$ cat config.mk
export PLATFORM = sky130hd
export DESIGN_NAME = cache_mem_subsystem
export DESIGN_NICKNAME = d
export VERILOG_FILES = /design/src/hw/cache_mem_pkg.sv /design/src/hw/cache_mem_subsystem.sv /design/src/hw/refill_read_arbiter.sv /design/src/hw/wbuf_write_channel.sv
export SDC_FILE = /design/constraint.sdc
export NUM_CORES = 1
export LEC_CHECK = 0
export BUFFER_PORTS_ARGS = -buffer_cell sky130_fd_sc_hd__buf_2
export CAP_MARGIN = 20
export CORE_AREA = 3 3 178 180
export CTS_CLUSTER_DIAMETER = 200
export DETAILED_ROUTE_END_ITERATION = 6
export DIE_AREA = 0 0 181 183
export PLACE_DENSITY = 0.59
export SLEW_MARGIN = 20
export SYNTH_ARGS = -nofsm -noshare
export SYNTH_HDL_FRONTEND = slang
export SYNTH_SLANG_ARGS = --single-unit
$ cat constraint.sdc
create_clock -name clk_i -period 4.15 [get_ports clk_i]
set_clock_uncertainty 0.05 [all_clocks]
set_input_delay 0.415 -clock clk_i [delete_from_list [all_inputs] [get_ports clk_i]]
set_output_delay 0.415 -clock clk_i [all_outputs]
set_load 0.05 [all_outputs]
$ cat src/hw/cache_mem_pkg.sv
`default_nettype none

package cache_mem_pkg;

  // Default bus widths, overridden through the top level parameters
  localparam int ADDR_W = 32;
  localparam int DATA_W = 64;

  localparam int AXI_RESP_W = 2;

  typedef logic [AXI_RESP_W-1:0] axi_resp_t;

  // Anything other than OKAY is treated as an error
  localparam axi_resp_t AXI_RESP_OKAY = 2'b00;

  typedef enum logic [1:0] {
    RD_IDLE,
    RD_ADDR,
    RD_DATA,
    RD_RESP
  } rd_state_e;

  typedef enum logic [1:0] {
    WR_IDLE,
    WR_SEND,
    WR_WAIT_B,
    WR_RESP
  } wr_state_e;

  typedef enum logic {
    SRC_ICACHE,
    SRC_DCACHE
  } rd_src_e;

endpackage : cache_mem_pkg

`default_nettype wire

$ cat src/hw/cache_mem_subsystem.sv
`timescale 1ns/1ps
`default_nettype none

module cache_mem_subsystem #(
  parameter int AddrWidth = cache_mem_pkg::ADDR_W,
  parameter int DataWidth = cache_mem_pkg::DATA_W
) (
  input  wire logic                     clk_i,
  input  wire logic                     rst_ni,

  // Instruction refill
  input  wire logic                     icache_req_valid_i,
  output logic                          icache_req_ready_o,
  input  wire logic [AddrWidth-1:0]     icache_req_addr_i,
  output logic                          icache_rsp_valid_o,

  // Data refill
  input  wire logic                     dcache_req_valid_i,
  output logic                          dcache_req_ready_o,
  input  wire logic [AddrWidth-1:0]     dcache_req_addr_i,
  output logic                          dcache_rsp_valid_o,

  // Shared refill response
  output logic      [DataWidth-1:0]     refill_rsp_data_o,
  output logic                          refill_rsp_err_o,

  // Write buffer
  input  wire logic                     wbuf_req_valid_i,
  output logic                          wbuf_req_ready_o,
  input  wire logic [AddrWidth-1:0]     wbuf_req_addr_i,
  input  wire logic [DataWidth-1:0]     wbuf_req_data_i,
  input  wire logic [DataWidth/8-1:0]   wbuf_req_strb_i,
  output logic                          wbuf_rsp_valid_o,
  output logic                          wbuf_rsp_err_o,

  // Flush and status
  input  wire logic                     flush_i,
  output logic                          flush_ack_o,
  output logic                          wbuf_empty_o,

  // AXI4-Lite master
  output logic      [AddrWidth-1:0]     m_axi_araddr_o,
  output logic                          m_axi_arvalid_o,
  input  wire logic                     m_axi_arready_i,
  input  wire logic [DataWidth-1:0]     m_axi_rdata_i,
  input  wire cache_mem_pkg::axi_resp_t m_axi_rresp_i,
  input  wire logic                     m_axi_rvalid_i,
  output logic                          m_axi_rready_o,
  output logic      [AddrWidth-1:0]     m_axi_awaddr_o,
  output logic                          m_axi_awvalid_o,
  input  wire logic                     m_axi_awready_i,
  output logic      [DataWidth-1:0]     m_axi_wdata_o,
  output logic      [DataWidth/8-1:0]   m_axi_wstrb_o,
  output logic                          m_axi_wvalid_o,
  input  wire logic                     m_axi_wready_i,
  input  wire cache_mem_pkg::axi_resp_t m_axi_bresp_i,
  input  wire logic                     m_axi_bvalid_i,
  output logic                          m_axi_bready_o
);

  // Refill reads share AR and R
  refill_read_arbiter #(
    .AddrWidth (AddrWidth),
    .DataWidth (DataWidth)
  ) i_refill_read_arbiter (
    .clk_i              (clk_i),
    .rst_ni             (rst_ni),
    .icache_req_valid_i (icache_req_valid_i),
    .icache_req_ready_o (icache_req_ready_o),
    .icache_req_addr_i  (icache_req_addr_i),
    .icache_rsp_valid_o (icache_rsp_valid_o),
    .dcache_req_valid_i (dcache_req_valid_i),
    .dcache_req_ready_o (dcache_req_ready_o),
    .dcache_req_addr_i  (dcache_req_addr_i),
    .dcache_rsp_valid_o (dcache_rsp_valid_o),
    .refill_rsp_data_o  (refill_rsp_data_o),
    .refill_rsp_err_o   (refill_rsp_err_o),
    .m_axi_araddr_o     (m_axi_araddr_o),
    .m_axi_arvalid_o    (m_axi_arvalid_o),
    .m_axi_arready_i    (m_axi_arready_i),
    .m_axi_rdata_i      (m_axi_rdata_i),
    .m_axi_rresp_i      (m_axi_rresp_i),
    .m_axi_rvalid_i     (m_axi_rvalid_i),
    .m_axi_rready_o     (m_axi_rready_o)
  );

  // Write buffer drain runs alongside the reads
  wbuf_write_channel #(
    .AddrWidth (AddrWidth),
    .DataWidth (DataWidth)
  ) i_wbuf_write_channel (
    .clk_i            (clk_i),
    .rst_ni           (rst_ni),
    .wbuf_req_valid_i (wbuf_req_valid_i),
    .wbuf_req_ready_o (wbuf_req_ready_o),
    .wbuf_req_addr_i  (wbuf_req_addr_i),
    .wbuf_req_data_i  (wbuf_req_data_i),
    .wbuf_req_strb_i  (wbuf_req_strb_i),
    .wbuf_rsp_valid_o (wbuf_rsp_valid_o),
    .wbuf_rsp_err_o   (wbuf_rsp_err_o),
    .flush_i          (flush_i),
    .flush_ack_o      (flush_ack_o),
    .wbuf_empty_o     (wbuf_empty_o),
    .m_axi_awaddr_o   (m_axi_awaddr_o),
    .m_axi_awvalid_o  (m_axi_awvalid_o),
    .m_axi_awready_i  (m_axi_awready_i),
    .m_axi_wdata_o    (m_axi_wdata_o),
    .m_axi_wstrb_o    (m_axi_wstrb_o),
    .m_axi_wvalid_o   (m_axi_wvalid_o),
    .m_axi_wready_i   (m_axi_wready_i),
    .m_axi_bresp_i    (m_axi_bresp_i),
    .m_axi_bvalid_i   (m_axi_bvalid_i),
    .m_axi_bready_o   (m_axi_bready_o)
  );

endmodule : cache_mem_subsystem

`default_nettype wire

$ cat src/hw/refill_read_arbiter.sv
`timescale 1ns/1ps
`default_nettype none

module refill_read_arbiter #(
  parameter int AddrWidth = cache_mem_pkg::ADDR_W,
  parameter int DataWidth = cache_mem_pkg::DATA_W
) (
  input  wire logic                     clk_i,
  input  wire logic                     rst_ni,

  // Instruction cache refill
  input  wire logic                     icache_req_valid_i,
  output logic                          icache_req_ready_o,
  input  wire logic [AddrWidth-1:0]     icache_req_addr_i,
  output logic                          icache_rsp_valid_o,

  // Data cache miss
  input  wire logic                     dcache_req_valid_i,
  output logic                          dcache_req_ready_o,
  input  wire logic [AddrWidth-1:0]     dcache_req_addr_i,
  output logic                          dcache_rsp_valid_o,

  // Shared refill response
  output logic      [DataWidth-1:0]     refill_rsp_data_o,
  output logic                          refill_rsp_err_o,

  // AXI4-Lite AR and R
  output logic      [AddrWidth-1:0]     m_axi_araddr_o,
  output logic                          m_axi_arvalid_o,
  input  wire logic                     m_axi_arready_i,
  input  wire logic [DataWidth-1:0]     m_axi_rdata_i,
  input  wire cache_mem_pkg::axi_resp_t m_axi_rresp_i,
  input  wire logic                     m_axi_rvalid_i,
  output logic                          m_axi_rready_o
);

  typedef logic [AddrWidth-1:0] addr_t;
  typedef logic [DataWidth-1:0] data_t;

  cache_mem_pkg::rd_state_e state_q;
  cache_mem_pkg::rd_state_e state_d;
  cache_mem_pkg::rd_src_e   src_q;

  addr_t addr_q;
  data_t data_q;
  logic  err_q;

  logic  icache_accept;
  logic  dcache_accept;
  logic  r_fire;
  logic  rd_idle;

  ////////////////////////////////////////////////////////////////////////////
  // Request arbitration
  ////////////////////////////////////////////////////////////////////////////

  assign rd_idle = (state_q == cache_mem_pkg::RD_IDLE);

  // Fixed priority, instruction cache first
  assign icache_req_ready_o = rd_idle;
  assign dcache_req_ready_o = rd_idle && !icache_req_valid_i;

  assign icache_accept = icache_req_valid_i && icache_req_ready_o;
  assign dcache_accept = dcache_req_valid_i && dcache_req_ready_o;

  assign r_fire = m_axi_rvalid_i && m_axi_rready_o;

  ////////////////////////////////////////////////////////////////////////////
  // Read FSM
  ////////////////////////////////////////////////////////////////////////////

  always_comb begin
    state_d = state_q;
    unique case (state_q)
      cache_mem_pkg::RD_IDLE: begin
        if (icache_accept || dcache_accept) begin
          state_d = cache_mem_pkg::RD_ADDR;
        end
      end
      cache_mem_pkg::RD_ADDR: begin
        if (m_axi_arready_i) begin
          state_d = cache_mem_pkg::RD_DATA;
        end
      end
      cache_mem_pkg::RD_DATA: begin
        if (m_axi_rvalid_i) begin
          state_d = cache_mem_pkg::RD_RESP;
        end
      end
      cache_mem_pkg::RD_RESP: begin
        state_d = cache_mem_pkg::RD_IDLE;
      end
      default: begin
        state_d = cache_mem_pkg::RD_IDLE;
      end
    endcase
  end

  always_ff @(posedge clk_i or negedge rst_ni) begin
    if (!rst_ni) begin
      state_q <= cache_mem_pkg::RD_IDLE;
      src_q   <= cache_mem_pkg::SRC_ICACHE;
    end else begin
      state_q <= state_d;
      // Remember who owns the read in flight
      if (icache_accept) begin
        src_q <= cache_mem_pkg::SRC_ICACHE;
      end else if (dcache_accept) begin
        src_q <= cache_mem_pkg::SRC_DCACHE;
      end
    end
  end

  // Address and read data
  always_ff @(posedge clk_i) begin
    if (icache_accept) begin
      addr_q <= icache_req_addr_i;
    end else if (dcache_accept) begin
      addr_q <= dcache_req_addr_i;
    end
    if (r_fire) begin
      data_q <= m_axi_rdata_i;
      err_q  <= (m_axi_rresp_i != cache_mem_pkg::AXI_RESP_OKAY);
    end
  end

  ////////////////////////////////////////////////////////////////////////////
  // Outputs
  ////////////////////////////////////////////////////////////////////////////

  assign m_axi_araddr_o  = addr_q;
  assign m_axi_arvalid_o = (state_q == cache_mem_pkg::RD_ADDR);
  assign m_axi_rready_o  = (state_q == cache_mem_pkg::RD_DATA);

  // Response pulse goes to the owner only
  assign icache_rsp_valid_o = (state_q == cache_mem_pkg::RD_RESP) &&
                              (src_q == cache_mem_pkg::SRC_ICACHE);
  assign dcache_rsp_valid_o = (state_q == cache_mem_pkg::RD_RESP) &&
                              (src_q == cache_mem_pkg::SRC_DCACHE);

  assign refill_rsp_data_o = data_q;
  assign refill_rsp_err_o  = err_q;

endmodule : refill_read_arbiter

`default_nettype wire

$ cat src/hw/wbuf_write_channel.sv
`timescale 1ns/1ps
`default_nettype none

module wbuf_write_channel #(
  parameter int AddrWidth = cache_mem_pkg::ADDR_W,
  parameter int DataWidth = cache_mem_pkg::DATA_W
) (
  input  wire logic                     clk_i,
  input  wire logic                     rst_ni,

  // Write buffer drain
  input  wire logic                     wbuf_req_valid_i,
  output logic                          wbuf_req_ready_o,
  input  wire logic [AddrWidth-1:0]     wbuf_req_addr_i,
  input  wire logic [DataWidth-1:0]     wbuf_req_data_i,
  input  wire logic [DataWidth/8-1:0]   wbuf_req_strb_i,
  output logic                          wbuf_rsp_valid_o,
  output logic                          wbuf_rsp_err_o,

  // Flush and status
  input  wire logic                     flush_i,
  output logic                          flush_ack_o,
  output logic                          wbuf_empty_o,

  // AXI4-Lite AW, W and B
  output logic      [AddrWidth-1:0]     m_axi_awaddr_o,
  output logic                          m_axi_awvalid_o,
  input  wire logic                     m_axi_awready_i,
  output logic      [DataWidth-1:0]     m_axi_wdata_o,
  output logic      [DataWidth/8-1:0]   m_axi_wstrb_o,
  output logic                          m_axi_wvalid_o,
  input  wire logic                     m_axi_wready_i,
  input  wire cache_mem_pkg::axi_resp_t m_axi_bresp_i,
  input  wire logic                     m_axi_bvalid_i,
  output logic                          m_axi_bready_o
);

  localparam int StrbWidth = DataWidth / 8;

  typedef logic [AddrWidth-1:0] addr_t;
  typedef logic [DataWidth-1:0] data_t;
  typedef logic [StrbWidth-1:0] strb_t;

  cache_mem_pkg::wr_state_e state_q;
  cache_mem_pkg::wr_state_e state_d;

  addr_t addr_q;
  data_t data_q;
  strb_t strb_q;
  logic  err_q;

  logic  aw_done_q;
  logic  w_done_q;
  logic  flush_ack_q;

  logic  wbuf_accept;
  logic  aw_fire;
  logic  w_fire;
  logic  b_fire;
  logic  wr_idle;

  assign wr_idle     = (state_q == cache_mem_pkg::WR_IDLE);
  assign wbuf_accept = wbuf_req_valid_i && wr_idle;
  assign aw_fire     = m_axi_awvalid_o && m_axi_awready_i;
  assign w_fire      = m_axi_wvalid_o && m_axi_wready_i;
  assign b_fire      = m_axi_bvalid_i && m_axi_bready_o;

  ////////////////////////////////////////////////////////////////////////////
  // Write FSM
  ////////////////////////////////////////////////////////////////////////////

  always_comb begin
    state_d = state_q;
    unique case (state_q)
      cache_mem_pkg::WR_IDLE: begin
        if (wbuf_accept) begin
          state_d = cache_mem_pkg::WR_SEND;
        end
      end
      cache_mem_pkg::WR_SEND: begin
        // AW and W may complete in either order
        if ((aw_done_q || aw_fire) && (w_done_q || w_fire)) begin
          state_d = cache_mem_pkg::WR_WAIT_B;
        end
      end
      cache_mem_pkg::WR_WAIT_B: begin
        if (m_axi_bvalid_i) begin
          state_d = cache_mem_pkg::WR_RESP;
        end
      end
      cache_mem_pkg::WR_RESP: begin
        state_d = cache_mem_pkg::WR_IDLE;
      end
      default: begin
        state_d = cache_mem_pkg::WR_IDLE;
      end
    endcase
  end

  always_ff @(posedge clk_i or negedge rst_ni) begin
    if (!rst_ni) begin
      state_q     <= cache_mem_pkg::WR_IDLE;
      aw_done_q   <= 1'b0;
      w_done_q    <= 1'b0;
      flush_ack_q <= 1'b0;
    end else begin
      state_q <= state_d;
      if (wbuf_accept) begin
        aw_done_q <= 1'b0;
        w_done_q  <= 1'b0;
      end else begin
        aw_done_q <= aw_done_q | aw_fire;
        w_done_q  <= w_done_q | w_fire;
      end
      // Single cycle ack, only once the channel is drained
      flush_ack_q <= flush_i & ~flush_ack_q & (state_d == cache_mem_pkg::WR_IDLE);
    end
  end

  always_ff @(posedge clk_i) begin
    if (wbuf_accept) begin
      addr_q <= wbuf_req_addr_i;
      data_q <= wbuf_req_data_i;
      strb_q <= wbuf_req_strb_i;
    end
    if (b_fire) begin
      err_q <= (m_axi_bresp_i != cache_mem_pkg::AXI_RESP_OKAY);
    end
  end

  ////////////////////////////////////////////////////////////////////////////
  // Outputs
  ////////////////////////////////////////////////////////////////////////////

  assign wbuf_req_ready_o = wr_idle;
  assign wbuf_empty_o     = wr_idle;
  assign flush_ack_o      = flush_ack_q;

  assign m_axi_awaddr_o  = addr_q;
  assign m_axi_awvalid_o = (state_q == cache_mem_pkg::WR_SEND) && !aw_done_q;
  assign m_axi_wdata_o   = data_q;
  assign m_axi_wstrb_o   = strb_q;
  assign m_axi_wvalid_o  = (state_q == cache_mem_pkg::WR_SEND) && !w_done_q;
  assign m_axi_bready_o  = (state_q == cache_mem_pkg::WR_WAIT_B);

  assign wbuf_rsp_valid_o = (state_q == cache_mem_pkg::WR_RESP);
  assign wbuf_rsp_err_o   = err_q;

endmodule : wbuf_write_channel

`default_nettype wire

==> Word-level counts from Yosys, hierarchy flattened <==
Cells that the tools add are included.
Widths: inputs -> output; s select.
{ "word_totals": {"latchBits": 0, "romBits": 0, "word_cells": 68, "reg_bits": 210, "output_inout_bits": 215, "in_bits": 247, "memories": 0, "mem_bits_rw": 0} }
{ "op_classes": {"reduce_logical": 26, "div_mod_pow": 0, "magnitude_cmp": 0, "shifts": 0, "n_addsub": 0, "n_eq_ne": 9, "n_bitwise": 6, "mux": 14, "mul": 0} }
{ "ops": {"columns": ["cell", "count"], "rows": [
  ["$mux 32", 2],
  ["$pmux 2 s4", 2],
  ["$logic_and 1x1->1", 13],
  ["$mux 2", 6],
  ["$eq 2x2->1 const B", 4],
  ["$logic_not 2->1", 3],
  ["$reduce_bool 2->1", 3],
  ["$eq 2x1->1 const B", 2],
  ["$mux 1", 4],
  ["$ne 2x2->1 const B", 2],
  ["$logic_not 1->1", 3],
  ["$logic_or 1x1->1", 3],
  ["$reduce_and 3->1", 1],
  ["$and 1x1->1", 2],
  ["$ne 2x1->1 const B", 1],
  ["$not 1->1", 2],
  ["$or 1x1->1", 2]
]} }

==> Depth between registers and ports, before layout <==
{ "depth": {"word_depth": 9, "depth_mapped": 5, "mapped_depth_nobuf": 4} }

==> Cells and area by module <==
From an unflattened synthesis, not the netlist that was laid out.
{ "unflattened": {"hier_cells": 294, "area_unflattened_um2": 6971.7} }
{ "by_module_without_submodules": {"columns": ["module", "cells_per_inst", "area_per_inst_um2", "seq_area_each_um2", "n_inst"], "rows": [
  ["refill_read_arbiter", 158, 3535.9, 2987.9, 1],
  ["wbuf_write_channel", 136, 3435.8, 3278.1, 1]
]} }

==> Least setup slack after synthesis <==
OpenSTA, ideal clock, no wires.
{ "synth_path": {"path_type": "reg-to-reg", "startpoint": "register i_wbuf_write_channel.state_q[0]", "endpoint": "register i_wbuf_write_channel.addr_q[0] (netlist: i_wbuf_write_channel.m_axi_awaddr_o[0]) (enable)", "path_stages_with_launch": 4, "path_buffers": 1, "required_time_ns": 3.626, "setup_slack_ns": -0.110, "synth_period_minus_slack_ns": 4.260, "arrival_ns": 3.736, "setup_time_ns": 0.474, "cell_sequence": "dfrtp_1 > buf_2 > nor2_1 > and2_1"} }
{ "synth_between": {"elab_chain_cells": 2} }
{ "synth_rtl": {"columns": ["item", "line", "source"], "rows": [
  ["from (decl)", "wbuf_write_channel.sv:44", "cache_mem_pkg::wr_state_e state_q;"],
  ["from (signal assigned)", "wbuf_write_channel.sv:102", "state_q <= cache_mem_pkg::WR_IDLE;"],
  ["from (signal assigned)", "wbuf_write_channel.sv:107", "state_q <= state_d;"],
  ["$logic_not 2->1", "wbuf_write_channel.sv:62", "assign wr_idle = (state_q == cache_mem_pkg::WR_IDLE);"],
  ["via wbuf_empty_o", "cache_mem_subsystem.sv:39", "output logic wbuf_empty_o,"],
  ["$logic_and 1x1->1", "wbuf_write_channel.sv:63", "assign wbuf_accept = wbuf_req_valid_i && wr_idle;"],
  ["via i_wbuf_write_channel.wbuf_accept", "wbuf_write_channel.sv:56", "logic wbuf_accept;"],
  ["to (signal assigned)", "wbuf_write_channel.sv:122", "addr_q <= wbuf_req_addr_i;"],
  ["to (decl)", "wbuf_write_channel.sv:47", "addr_t addr_q;"]
]} }
The timed path passes the listed nets, and every way through them passes these cells.
A chain may end at the register's enable or synchronous reset.

==> Worst setup path in the final report <==
{ "layout_path": {"startpoint": "register i_refill_read_arbiter.state_q[0]", "endpoint": "output dcache_req_ready_o"} }
{ "layout_between": {"elab_chain_cells": 2} }
{ "layout_rtl": {"columns": ["item", "line", "source"], "rows": [
  ["from (decl)", "refill_read_arbiter.sv:40", "cache_mem_pkg::rd_state_e state_q;"],
  ["from (signal assigned)", "refill_read_arbiter.sv:101", "state_q <= cache_mem_pkg::RD_IDLE;"],
  ["from (signal assigned)", "refill_read_arbiter.sv:104", "state_q <= state_d;"],
  ["$logic_not 2->1", "refill_read_arbiter.sv:57", "assign rd_idle = (state_q == cache_mem_pkg::RD_IDLE);"],
  ["$logic_and 1x1->1", "refill_read_arbiter.sv:61", "assign dcache_req_ready_o = rd_idle && !icache_req_valid_i;"],
  ["to (decl)", "cache_mem_subsystem.sv:19", "output logic dcache_req_ready_o,"]
]} }
No other way between the ends.

==> flow_metrics.tcl <==
set metrics [dict create \
    floorplan.io_pins 462 \
    floorplan.initialDensity_pct 22.9 \
    grt_most_used_layer "met2" \
    cts-buffers-inserted 24 \
    synthTopCellsByArea "edfxtp_1 87%, mux2_2 4.9%, dfrtp_1 2.9%" \
    fmaxAchievable_mhz 425 \
    largest_net_degree_at_the_start_of_global_routing 86 \
    finalHoldViolations 0 \
    timing.rr.start "i_refill_read_arbiter.state_q[0]" \
    drc 0 \
    layoutNonFillerInstCount 1333 \
    drv_cap 0 \
    critPathLaunch "i_refill_read_arbiter.state_q[0]" \
    cp_max_fo 8 \
    post_cts_resized 0 \
    synth_seq_cells 210 \
    synthesized_area_per_cell_um2 23.6 \
    yosys_cell_types 25 \
    period_needed_ns 2.35 \
    power.share.combinational_pct 35.4 \
    power_density_mw_per_mm2 646 \
    gp_routability_congestion 0.879 \
    avgViaCountPerCell 3.88 \
    area.sequential_mm2 0.00627 \
    synthesis.nets 547 \
    cellInternalPower_mw 4.65 \
    areaGrowthSynthToFinish_pct 71.2 \
    post_layout_nets 1173 \
    synthesized_cell_area_mm2 0.00696 \
    dieHeight_um 183 \
    layout_cells_sized_above_1_pct 57.1 \
    tightestPinTransition_ns 0.739 \
    synthMostInstantiatedCell "edfxtp_1" \
    layout_worst_path_cycle_share_pct 56.6 \
    core_area_mm2 0.0303 \
    cts_root_buffer "clkbuf_16" \
    first_pass_grt_wire_length_mm 32.0 \
    yosys_most_used_dff "edfxtp_1" \
    cts-htree-levels 1 \
    wl_mm 22.2 \
    path_clk_slew_ns 0.06 \
    max-vdd-ir-drop_mv 0.470 \
    route.vias.total 5169 \
    yosysWarningCount 0 \
    grtUsageTotal_pct 12.4 \
    power_frac_clock_pct 25.3 \
    worst_hold_startpoint "wbuf_req_addr_i[25]" \
    synthCells 295 \
    met3_use_gr_pct 3.51 \
    holdPathStages 1 \
    data_arrival_critical_path_ns 1.89 \
    ant_nets 0 \
    min_path_type "in -> reg" \
    wire_per_inst_um 16.7 \
    r2r_cells 4 \
    fillCellCount 2812 \
    clock_sink_count 210 \
    grt_setup_unrepaired "false" \
    synth_enable_flop_cells 202 \
    grt_use_met1_pct 14.5 \
    buffer_ports.inserted 461 \
    timing.setup.critical_path_class "reg -> out" \
    yosys-top-cells-count "202 x edfxtp_1, 30 x mux2_2, 8 x dfrtp_1, 8 x nor2_1, 6 x a21oi_1" \
    netSwitchingPower_mw 3.05 \
    placementRows 64 \
    crit_required_ns 3.68 \
    seq_power_share_pct 39.3 \
    outcome "finished clean" \
    cell_count_post_placement 1151 \
    antenna-diode-count 0 \
    yosysTopAreaCell "edfxtp_1" \
    final-setup-viol-count 0 \
    first_global_vias 5405 \
    dp_hpwl_mm 16.5 \
    synth-seq-area-share_pct 90.0 \
    multi_input_area_um2 657 \
    totalNegativeSetupSlack_ns 0 \
    synth_top_cell_area_share_pct 87.1 \
    dieArea_mm2 0.0331 \
    met2_usage_pct 22.0 \
    cts_max_path_buffers 3 \
    slew-limit-headroom_pct 50.6 \
    gr-total-overflow 0 \
    sw_frac_of_total_pct 39.6 \
    asyncSetResetFlopFracSynth_pct 3.81 \
    clock_latency_on_the_worst_skew_pair_ns 0.52 \
    final_max_slew_viol_count 0 \
    cp-end-kind "output port" \
    number_of_drc_markers_in_iteration_0 177 \
    detail_route.first_pass.iterations 4 \
    clock_tree_from_tritoncts "yes" \
    leakage_nw 5.06 \
    dieWidth_um 181 \
    critPathLaunchType "flip-flop" \
    number_of_antenna_violations_at_the_first_check_in_global_routing 0 \
]
-- worst paths after layout --
check                                                             end  slack (ns)
max in group asynchronous                 i_refill_read_arbiter.src_q        3.59
min in group asynchronous            i_refill_read_arbiter.state_q[1]        0.25
min                           i_wbuf_write_channel.m_axi_awaddr_o[25]        0.03
max                                                dcache_req_ready_o        1.80
min reg2reg                          i_wbuf_write_channel.flush_ack_o        0.38
max reg2reg                i_refill_read_arbiter.refill_rsp_data_o[3]        1.89
-- layer usage --
| metal | vias up | part of all wire (%) |
|---|---|---|
| li1 | 2421 | - |
| met1 | 2442 | 38 |
| met2 | 266 | 51 |
| met3 | 40 | 7.8 |
| met4 | 0 | 3.2 |
| met5 | - | 0 |
-- cell families after synthesis --
| family | after synthesis | synth area share [%] |
|---|---|---|
| fa+ha+maj | 5 | 0.898 |
| mux | 33 | 5.34 |
| flops | 210 | 90.0 |
| buf+inv | 10 | 0.665 |
| simple gates | 24 | 1.83 |
| compound gates | 13 | 1.28 |
-- power groups by stage --
stage / clock (mW) / combinational [mW] / sequential [mW]
after floorplan: 0 / 0.638 / 4.38
after global placement: 0 / 2.61 / 3.06
after detailed placement: 0 / 2.62 / 3.07
after CTS: 2.04 / 2.73 / 3.03
after global routing: 2.11 / 2.84 / 3.07
final: 1.95 / 2.72 / 3.03
-- area by class of cell --
type                       count  area share (%)
clock buffer                  31            5.26
sequential                   210            52.6
clock inverter                11           0.829
inverter                       5           0.157
timing repair buffer         605            31.5
multi-input combinational     75            5.51
tap                          396            4.16
-- critical path, cell delays in order (launching register included) --
cell	delay, ns
dfrtp_1	0.41
inv_1	0.11
ha_1	0.40
nor2b_1	0.18
buf_2	0.27
-- through the flow --
| step | hold WS, ns | setup WS (ns) | cell area (µm²) | total power [mW] | util [%] |
|---|---|---|---|---|---|
| 3_3_place_gp | 0.251 | 1.89 | 9770 | 5.67 | 32.2 |
| 5_1_grt | 0.00923 | 1.66 | 11900 | 8.02 | 39.3 |
| 2_1_floorplan | 0.0694 | 0.997 | 6960 | 5.01 | - |
| 4_1_cts | 0.000266 | 1.76 | 11900 | 7.80 | 39.2 |
| 3_5_place_dp | 0.256 | 1.83 | 9770 | 5.69 | 32.2 |
| 6_report | 0.0329 | 1.80 | 11900 | 7.69 | 39.3 |
-- sequential cells by signal (all words and copies together) (netlist names) --
signal                                   flops
i_wbuf_write_channel.flush_ack_o             1
i_wbuf_write_channel.m_axi_wstrb_o           8
i_wbuf_write_channel.wbuf_rsp_err_o          1
i_refill_read_arbiter.src_q                  1
i_refill_read_arbiter.m_axi_araddr_o        32
i_refill_read_arbiter.refill_rsp_data_o     64
i_refill_read_arbiter.refill_rsp_err_o       1
i_wbuf_write_channel.w_done_q                1
i_wbuf_write_channel.m_axi_wdata_o          64
i_refill_read_arbiter.state_q                2
i_wbuf_write_channel.m_axi_awaddr_o         32
i_wbuf_write_channel.state_q                 2
i_wbuf_write_channel.aw_done_q               1
-- cell usage in the layout (no fill, tap or decap), types with 2 or more instances in the layout --
cell           netlist  final
buf_2                4    461
edfxtp_1           202    202
dlygate4sd3_1        0    139
mux2_2              30     30
clkbuf_16            0     24
nor2_1               8      8
dfrtp_1              8      8
clkbuf_1             0      7
a21oi_1              6      6
inv_1                5      5
ha_1                 5      5
clkinv_2             0      4
buf_4                1      4
mux2_1               3      3
nor2b_1              4      3
and2_1               5      3
or2_2                2      2
clkinv_1             0      2
-- timing repair --
action,4_1_cts,5_1_grt
setup endpoints to repair,0,0
setup buffers,0,0
hold buffers,139,0
endpoints found under the hold margin,146,0
No activity file was read; power rests on OpenSTA's default activity.
